$ cat src/verilog/memtest_pkg.sv
//*********************************************************************
// Memory test shared package
// Bus structs, CSR register map and generator constants
//*********************************************************************

package memtest_pkg;

	// Byte address width of the burst bus
	localparam int FML_DEPTH = 14;
	// Word address width and word count of the burst memory
	localparam int FML_WORD_AW = FML_DEPTH - 3;
	localparam int FML_WORDS = 2 ** FML_WORD_AW;

	// Four 64-bit beats per burst, 32 bytes per burst
	localparam int BEATS_PER_BURST = 4;
	localparam int BEAT_W = $clog2(BEATS_PER_BURST);
	localparam int BURST_BYTES = 32;

	// CSR bank select on address bits 13 to 10
	localparam logic [3:0] CSR_BANK = 4'h0;

	// Register indices on address bits 2 to 0
	localparam logic [2:0] REG_BURSTS = 3'd0;
	localparam logic [2:0] REG_ERRORS = 3'd1;
	localparam logic [2:0] REG_ADDRESS = 3'd2;
	localparam logic [2:0] REG_WRITE = 3'd3;

	// Generator seed, must never be zero
	localparam logic [63:0] PRNG_SEED = 64'h9e37_79b9_7f4a_7c15;
	// Right shift Galois mask for x^64+x^63+x^61+x^60+1
	localparam logic [63:0] PRNG_TAPS = 64'hd800_0000_0000_0000;

	// Memory request to acknowledge latency
	localparam int ACK_DELAY = 2;
	localparam int ACK_CNT_W = $clog2(ACK_DELAY + 1);

	// One CSR access
	typedef struct packed {
		logic [13:0] a;
		logic        we;
		logic [31:0] di;
	} csr_req_t;

	// FML master to slave
	typedef struct packed {
		logic [FML_DEPTH-1:0] adr;
		logic                 stb;
		logic                 we;
		logic [7:0]           sel;
		logic [63:0]          dout;
	} fml_req_t;

	// FML slave to master
	typedef struct packed {
		logic        ack;
		logic [63:0] din;
	} fml_rsp_t;

endpackage

$ cat src/verilog/memtest_prng64.sv
//*********************************************************************
// 64-bit pseudo-random generator
// Galois LFSR, one step per enable, seed reload on restart
//*********************************************************************

module memtest_prng64 (
	input  logic        sys_clk,
	input  logic        restart,
	input  logic        step,
	output logic [63:0] value
);

	// Generator state
	logic [63:0] state;
	// Next state after one shift
	logic [63:0] state_next;
	// Bit leaving the register on this step
	logic        out_bit;

	assign out_bit = state[0];

	// Right shift with the taps folded back in when a one drops out
	always_comb begin
		state_next = state >> 1;
		if (out_bit) begin
			state_next = state_next ^ memtest_pkg::PRNG_TAPS;
		end
	end

	// Restart takes priority over a step
	always_ff @(posedge sys_clk) begin
		if (restart) begin
			state <= memtest_pkg::PRNG_SEED;
		end else if (step) begin
			state <= state_next;
		end
	end

	// Current state is the output
	// First beat after restart sees the seed itself
	assign value = state;

endmodule

$ cat src/verilog/memtest.sv
//*********************************************************************
// Memory test engine
// CSR bank plus burst sequencer, writes random bursts or checks
// read bursts against the restarted generator
//*********************************************************************

module memtest (
	input  logic                  sys_clk,
	input  logic                  sys_rst,
	input  memtest_pkg::csr_req_t csr_req,
	output logic [31:0]           csr_do,
	output memtest_pkg::fml_req_t fml_req,
	input  memtest_pkg::fml_rsp_t fml_rsp
);

	// CSR decode
	logic csr_sel;
	logic wr_bursts;
	logic wr_errors;
	logic wr_address;
	logic wr_write;

	// Sequencer state
	logic [31:0]                       remaining;
	logic [memtest_pkg::FML_DEPTH-1:0] adr;
	logic                              stb;
	logic                              write_mode;
	logic [memtest_pkg::BEAT_W-1:0]    beat_cnt;

	// Generator hookup
	logic        prng_restart;
	logic        prng_step;
	logic [63:0] prng_value;

	// Read check pipeline
	logic        nomatch;
	logic        step_d;
	logic [31:0] errcount;

	assign csr_sel = csr_req.a[13:10] == memtest_pkg::CSR_BANK;
	assign wr_bursts = csr_sel & csr_req.we & (csr_req.a[2:0] == memtest_pkg::REG_BURSTS);
	assign wr_errors = csr_sel & csr_req.we & (csr_req.a[2:0] == memtest_pkg::REG_ERRORS);
	assign wr_address = csr_sel & csr_req.we & (csr_req.a[2:0] == memtest_pkg::REG_ADDRESS);
	assign wr_write = csr_sel & csr_req.we & (csr_req.a[2:0] == memtest_pkg::REG_WRITE);

	// Starting a pass rewinds the generator on the same edge as stb rises
	assign prng_restart = wr_bursts;

	memtest_prng64 prng_i (
		.sys_clk (sys_clk),
		.restart (prng_restart),
		.step    (prng_step),
		.value   (prng_value)
	);

	// Burst count and strobe
	// Zero count loads but leaves stb low
	always_ff @(posedge sys_clk) begin
		if (sys_rst) begin
			remaining <= '0;
			stb <= 1'b0;
		end else if (wr_bursts) begin
			remaining <= csr_req.di;
			stb <= csr_req.di != 32'd0;
		end else if (fml_rsp.ack) begin
			remaining <= remaining - 32'd1;
			// Last burst acked, drop the request
			if (remaining == 32'd1) begin
				stb <= 1'b0;
			end
		end
	end

	// Burst address, steps one burst per ack and wraps at memory size
	always_ff @(posedge sys_clk) begin
		if (sys_rst) begin
			adr <= '0;
		end else if (wr_address) begin
			adr <= csr_req.di[memtest_pkg::FML_DEPTH-1:0];
		end else if (fml_rsp.ack) begin
			adr <= adr + memtest_pkg::FML_DEPTH'(memtest_pkg::BURST_BYTES);
		end
	end

	// Write or read pass select
	always_ff @(posedge sys_clk) begin
		if (sys_rst) begin
			write_mode <= 1'b0;
		end else if (wr_write) begin
			write_mode <= csr_req.di[0];
		end
	end

	// Trailing beat counter, ack is beat one
	always_ff @(posedge sys_clk) begin
		if (sys_rst) begin
			beat_cnt <= '0;
		end else if (fml_rsp.ack) begin
			beat_cnt <= memtest_pkg::BEAT_W'(memtest_pkg::BEATS_PER_BURST - 1);
		end else if (beat_cnt != '0) begin
			beat_cnt <= beat_cnt - 1'b1;
		end
	end

	// One generator step per data beat
	assign prng_step = fml_rsp.ack | (beat_cnt != '0);

	// Compare stage, only read passes can mismatch
	always_ff @(posedge sys_clk) begin
		nomatch <= (fml_rsp.din != prng_value) & ~write_mode;
	end

	// Error counter lands two cycles after the beat
	always_ff @(posedge sys_clk) begin
		if (sys_rst) begin
			step_d <= 1'b0;
			errcount <= '0;
		end else begin
			step_d <= prng_step;
			if (wr_errors) begin
				errcount <= '0;
			end else if (step_d & nomatch) begin
				errcount <= errcount + 32'd1;
			end
		end
	end

	// Registered read data, zero when another bank is addressed
	always_ff @(posedge sys_clk) begin
		if (sys_rst) begin
			csr_do <= '0;
		end else begin
			csr_do <= '0;
			if (csr_sel) begin
				case (csr_req.a[2:0])
					memtest_pkg::REG_BURSTS: csr_do <= remaining;
					memtest_pkg::REG_ERRORS: csr_do <= errcount;
					memtest_pkg::REG_ADDRESS: csr_do <= 32'(adr);
					memtest_pkg::REG_WRITE: csr_do <= {31'd0, write_mode};
					default: csr_do <= '0;
				endcase
			end
		end
	end

	// Master side of the burst bus, full byte mask only
	always_comb begin
		fml_req.adr = adr;
		fml_req.stb = stb;
		fml_req.we = write_mode;
		fml_req.sel = 8'hff;
		fml_req.dout = prng_value;
	end

endmodule

$ cat config.mk
export PLATFORM = sky130hd
export DESIGN_NAME = memtest
export DESIGN_NICKNAME = d
export VERILOG_FILES = /design/src/verilog/memtest_pkg.sv /design/src/verilog/memtest_prng64.sv /design/src/verilog/memtest.sv
export SDC_FILE = /design/constraint.sdc
export NUM_CORES = 1
export LEC_CHECK = 0
export BUFFER_PORTS_ARGS = -buffer_cell sky130_fd_sc_hd__buf_2
export CELL_PAD_IN_SITES_DETAIL_PLACEMENT = 2
export CELL_PAD_IN_SITES_GLOBAL_PLACEMENT = 2
export CORE_UTILIZATION = 30
export DETAILED_ROUTE_END_ITERATION = 7
export HOLD_SLACK_MARGIN = 0.12
export PLACE_DENSITY_LB_ADDON = 0.1
export RECOVER_POWER = 50
export REMOVE_ABC_BUFFERS = 1
export SETUP_SLACK_MARGIN = 0.05
export SYNTH_ARGS = -nofsm -noshare
export SYNTH_HDL_FRONTEND = slang
export SYNTH_SLANG_ARGS = --single-unit
$ cat constraint.sdc
create_clock -name sys_clk -period 2.95 [get_ports sys_clk]
set_clock_uncertainty 0.2 [all_clocks]
set_input_delay 0.4425 -clock sys_clk [delete_from_list [all_inputs] [get_ports sys_clk]]
set_output_delay 0.4425 -clock sys_clk [all_outputs]
set_load 0.005 [all_outputs]
[Yosys cells after proc, flatten, opt, wreduce, memory -nomap -nowiden]
Cells that the tools add are included.
Operators by class
  $add $sub $neg: 4
  $mul: 0
  div/mod/pow operators: 0
  order comparisons: 0
  eq/ne operators: 5
  shift operators: 0
  mux-type cells: 11
  bitwise gates (word level): 11
  reductions and logical operators: 11
Operator list (count)
  32-bit one-hot mux with 4 select lines: 1
  32-bit two-way mux: 2
  64-bit two-way mux: 1
  64-bit inequality test: 1
  32-bit by 1-bit adder with 32-bit output, second input constant: 1
  32-bit by 1-bit == test with 1-bit output, second input constant: 1
  32-bit nonzero test: 1
  32-bit by 1-bit subtractor with 32-bit output, second input constant: 1
  14-bit two-way mux: 2
  14-bit by 6-bit adder with 14-bit output, second input constant: 1
  2-bit nonzero test: 5
  1-bit bitwise AND: 7
  3-bit by 2-bit == test with 1-bit output, second input constant: 2
  4-bit zero test: 1
  2-bit two-way mux: 2
  3-bit inverter with 4-bit output: 1
  2-bit OR reduction: 2
  3-bit by 1-bit == test with 1-bit output, second input constant: 1
  3-bit zero test: 1
  1-bit two-way mux: 3
  1-bit inverter: 2
  2-bit AND reduction: 1
  2-bit by 1-bit subtractor with 2-bit output, second input constant: 1
  1-bit OR: 1
Word-level totals
  register bits: 180
  latch bits: 0
  RAM bits: 0
  ROM bits: 0
  bits of input ports: 114
  word-level logic and storage cells: 52
  memories: 0

[Longest topological paths before layout]
  word-level depth: 5
  mapped depth: 8

[Cells and area by module]
Synthesis repeated with hierarchy kept, for this count alone.
Unflattened totals
  cell total of the unflattened synthesis: 984
  area, all modules: 9038.7 um2
By module, submodules not included
  memtest: times used 1, cells an instance 709, area an instance 6177.2 um2, seq. area each 2322.2 um2
  memtest_prng64: times used 1, cells an instance 275, area an instance 2861.5 um2, seq. area each 1281.2 um2

[Worst setup path before layout]
OpenSTA, ideal clock, no wires.
  path type: input to register
  from: in csr_req[34] (netlist bit)
  to: reg remaining[1]
  arrival: 1.792 ns
  data required time: 2.618 ns
  path slack: 0.826 ns
  stages: 7
  buffers on the path: 3
  path through: clkbuf_1 > nor3_1 > clkbuf_1 > nand3_1 > clkbuf_1 > o211ai_1 > a21oi_1
On the way
  word-level cells in the longest chain between the ends: 3
  elaborated cells between the ends (all ways): 4
  those cells by class: mux (1); bitwise (1); reduce/logical (2)
RTL lines
  start: declaration: line memtest.sv:10  | input memtest_pkg::csr_req_t csr_req,
  3-bit zero test *: line memtest.sv:41  | assign wr_bursts = csr_sel & csr_req.we & (csr_req.a[2:0] == memtest_pkg::REG_BURSTS);
  1-bit bitwise AND *: line memtest.sv:41
  32-bit two-way mux or 2-bit nonzero test (tied branches)
  end signal: assignment: line memtest.sv:63  | remaining <= csr_req.di;
  end signal: assignment: line memtest.sv:66  | remaining <= remaining - 32'd1;
  end: declaration: line memtest.sv:24  | logic [31:0] remaining;
Mark *: on every way between the ends. The rest lies on a longest branch, timed or not.
A chain may end at the register's enable or synchronous reset.

[Worst setup path in the final report]
  from: in csr_req[34] (netlist bit)
  to: reg adr[0] (netlist bit)
On the way
  word-level cells in the longest chain between the ends: 3
  elaborated cells between the ends (all ways): 4
  those cells by class: eq/ne (1); mux (1); bitwise (1); reduce/logical (1)
RTL lines
  3-bit by 2-bit == test with 1-bit output *: line memtest.sv:43  | assign wr_address = csr_sel & csr_req.we & (csr_req.a[2:0] == memtest_pkg::REG_ADDRESS);
  1-bit bitwise AND *: line memtest.sv:43
  14-bit two-way mux or 2-bit nonzero test (tied branches)
  end signal: assignment: line memtest.sv:79  | adr <= csr_req.di[memtest_pkg::FML_DEPTH-1:0];
  end signal: assignment: line memtest.sv:81  | adr <= adr + memtest_pkg::FML_DEPTH'(memtest_pkg::BURST_BYTES);
  end: declaration: line memtest.sv:25  | logic [memtest_pkg::FML_DEPTH-1:0] adr;
Marked as above.

==> impl_metrics.toml <==
[setup_path]
cp_cell_sequence = "clkbuf_1 > clkbuf_1 > nor2b_1 > nand4b_1 > clkbuf_2 > mux2i_1 > nor2_1"
crit_family = "buffers and inverters"
crit_arrival_ns = 2.51
critPathLaunchType = "primary input"
cpMostUsedCell = "clkbuf_1"
crit_type = "in -> reg"
end_kind = "register"
path_max_fanout = 23
crit_slowest_cell = "clkbuf_1"
critPathMaxStageDelay_ns = 0.72
cp.required_ns = 3.03
path_buf_inv = 3

[timing]
fmax_mhz = 411
post-route-period-util_pct = 82.5
maxSlewHeadroom_pct = 38.8
drv_slew = 0
setup_violations = 0
min_period_ns = 2.43
rsz0062_at_grt = "false"
worst_slew_pin_slew_ns = 0.918
hold_viol = 0

[synthesis]
synth_area_leader_cell = "dfxtp_1"
ys.flop_type = "dfxtp_1"
syn-mean-instance-area_um2 = 8.34
yosys_warnings = 0
synth_cell_type_count = 45
ys_top_cells_by_area = "dfxtp_1 (41%), xor2_1 (12%), nor2_1 (6.3%)"
synth-async-reset-ratio_pct = 0
seq_area_frac_synth_pct = 41.3
synth_top_area_share_pct = 41.3
ys_ff_latch = 180
syn_inst = 1047
synth_edf_count = 0
synth_area_mm2 = 0.00873

[clock_tree]
max-clock-path-buffers = 2
htree_levels = 4
cts.sinks = 180
numCtsBuffers = 17
cts_tree = "built"
clockRootBuffer = "clkbuf_16"
postCtsHoldBufs = 22
postCtsSetupRepairBufs = 0
cts_resized = 0
clk_pin_slew_ns = 0.06
clk_latency_ns = 0.43

[finish]
mostFrequentLayoutCell = "dfxtp_1"
final_util_pct = 37.4
nets = 1334
final_layout_size_suffix_gt1_share_pct = 20.2
fin_area_mm2 = 0.0107
area_growth_pct = 22.5
seqCellArea_mm2 = 0.00360
fillers = 3336
multi_input_area_mm2 = 0.00437
mostFrequentLayoutCells = "dfxtp_1 (180), buf_2 (178), nor2_1 (147)"

[die]
initial_core_util_pct = 30.5
dieWidth_um = 173
die_h_um = 173
dieArea_mm2 = 0.0298
rows = 62
coreArea_mm2 = 0.0286
num_io_pins = 234

[drt]
drtAntennaViolNets = 0
wirelength_um = 30700
dr.first_iter.drc_count = 271
wl_per_cell_um = 19.0
vias = 7936
drc_errors = 0
dr.pass1.iters = 5
routed_via_density = 4.92

[placed_design]
postPlaceCellArea_mm2 = 0.00992
gp_congestion = 0.826
dp_hpwl_um = 22500
portBuffers = 218

[run]
maxCapViolCount = 0

[worst_hold_path]
hp-class = "in -> reg"

[global_route]
grt_usage_pct = 20.8
grt_pass1_vias = 8510
antenna_found_initial = 1
grt_pass1_wl_um = 48400
grt_max_degree = 54
overflow = 0

[outcome]
status = "finished clean"

[pwr]
ir_drop_mv = 0.311
p_per_area_mw_per_mm2 = 783
leakagePower_nw = 4.59
-- power breakdown --
group	switching [mW]	internal, mW	leakage, nW	total, mW
logic	1.17	1.04	2.83	2.20
registers	0.729	2.94	1.47	3.67
clock network	1.07	1.43	0.292	2.50
-- cells by family (layout without fill, tap and decap cells) --
group,count (synthesis),after routing,synth area share (%)
mux,22,22,2.67
simple gates,457,457,24.5
other cells,1,9,0.0430
buf+inv,139,312,9.16
fa+ha+maj,5,5,0.717
compound gates,108,108,8.09
xor+xnor,135,135,13.5
flops,180,180,41.3
-- area by class of cell --
class                           instances  area share [%]
Clock buffer                           18            4.01
Clock inverter                         13            1.84
Inverter                                8           0.281
Tap cell                              384            4.49
Sequential cell                       180            33.7
Antenna cell                            1          0.0234
Multi-Input combinational cell        735            40.9
Timing Repair Buffer                  273            14.8
-- cell usage after synthesis (all sizes together), types with 6 or more instances --
| cell type | count |
|---|---|
| nand3 | 60 |
| xnor2 | 18 |
| buf | 83 |
| nand2 | 144 |
| dfxtp | 180 |
| nor3 | 8 |
| or4 | 6 |
| mux2i | 21 |
| nand4 | 25 |
| nor4 | 32 |
| a22oi | 18 |
| and3 | 6 |
| xor2 | 117 |
| nor2 | 147 |
| clkbuf | 48 |
| inv | 8 |
| a21oi | 42 |
| a211oi | 39 |
-- stage by stage --
step | setup slack, ns | TNS [ns] | hold slack [ns] | std cells | power, mW
floorplan | -1.60 | -103.35 | 0.237 | 923 | 4.70
global placement | 0.556 | 0 | 0.263 | 1558 | 5.92
detailed placement | 0.531 | 0 | 0.290 | 1558 | 5.99
CTS | 0.554 | 0 | 0.120 | 1611 | 8.57
global route | 0.264 | 0 | 0.148 | 1612 | 8.90
finish | 0.516 | 0 | 0.139 | 1612 | 8.37
-- path summary, 6_finish.rpt --
path	from	end	slack, ns	cells past startpoint
max	csr_req[34]	adr[0]$_SDFFE_PP0P_	0.52	7
min	csr_req[0]	write_mode$_SDFFE_PP0P_	0.14	3
min reg2reg	write_mode$_SDFFE_PP0P_	nomatch$_DFF_P_	0.29	1
max reg2reg	remaining[12]$_SDFFE_PP0P_	remaining[29]$_SDFFE_PP0P_	0.56	6
-- worst reg2reg max path, stage by stage (launching register included) --
cell and delay [ns]:
dfxtp_1 0.37, or4_4 0.59, nor4_2 0.39, buf_4 0.26
nand4b_1 0.13, xor2_1 0.17, a211oi_1 0.21
-- per-layer routing --
metal | GRT usage [%] | routed length, µm
met1 | 25.5 | 13500
met2 | 37.3 | 15400
met5 | 0 | 0
met3 | 3.63 | 1360
met4 | 5.43 | 449
-- sequential cells by signal (all words and copies together) (netlist names) --
name / count
prng_i.value: 64
csr_do: 32
errcount: 32
remaining: 32
adr: 14
beat_cnt: 2
nomatch: 1
stb: 1
step_d: 1
write_mode: 1
No activity file was read; power rests on OpenSTA's default activity.
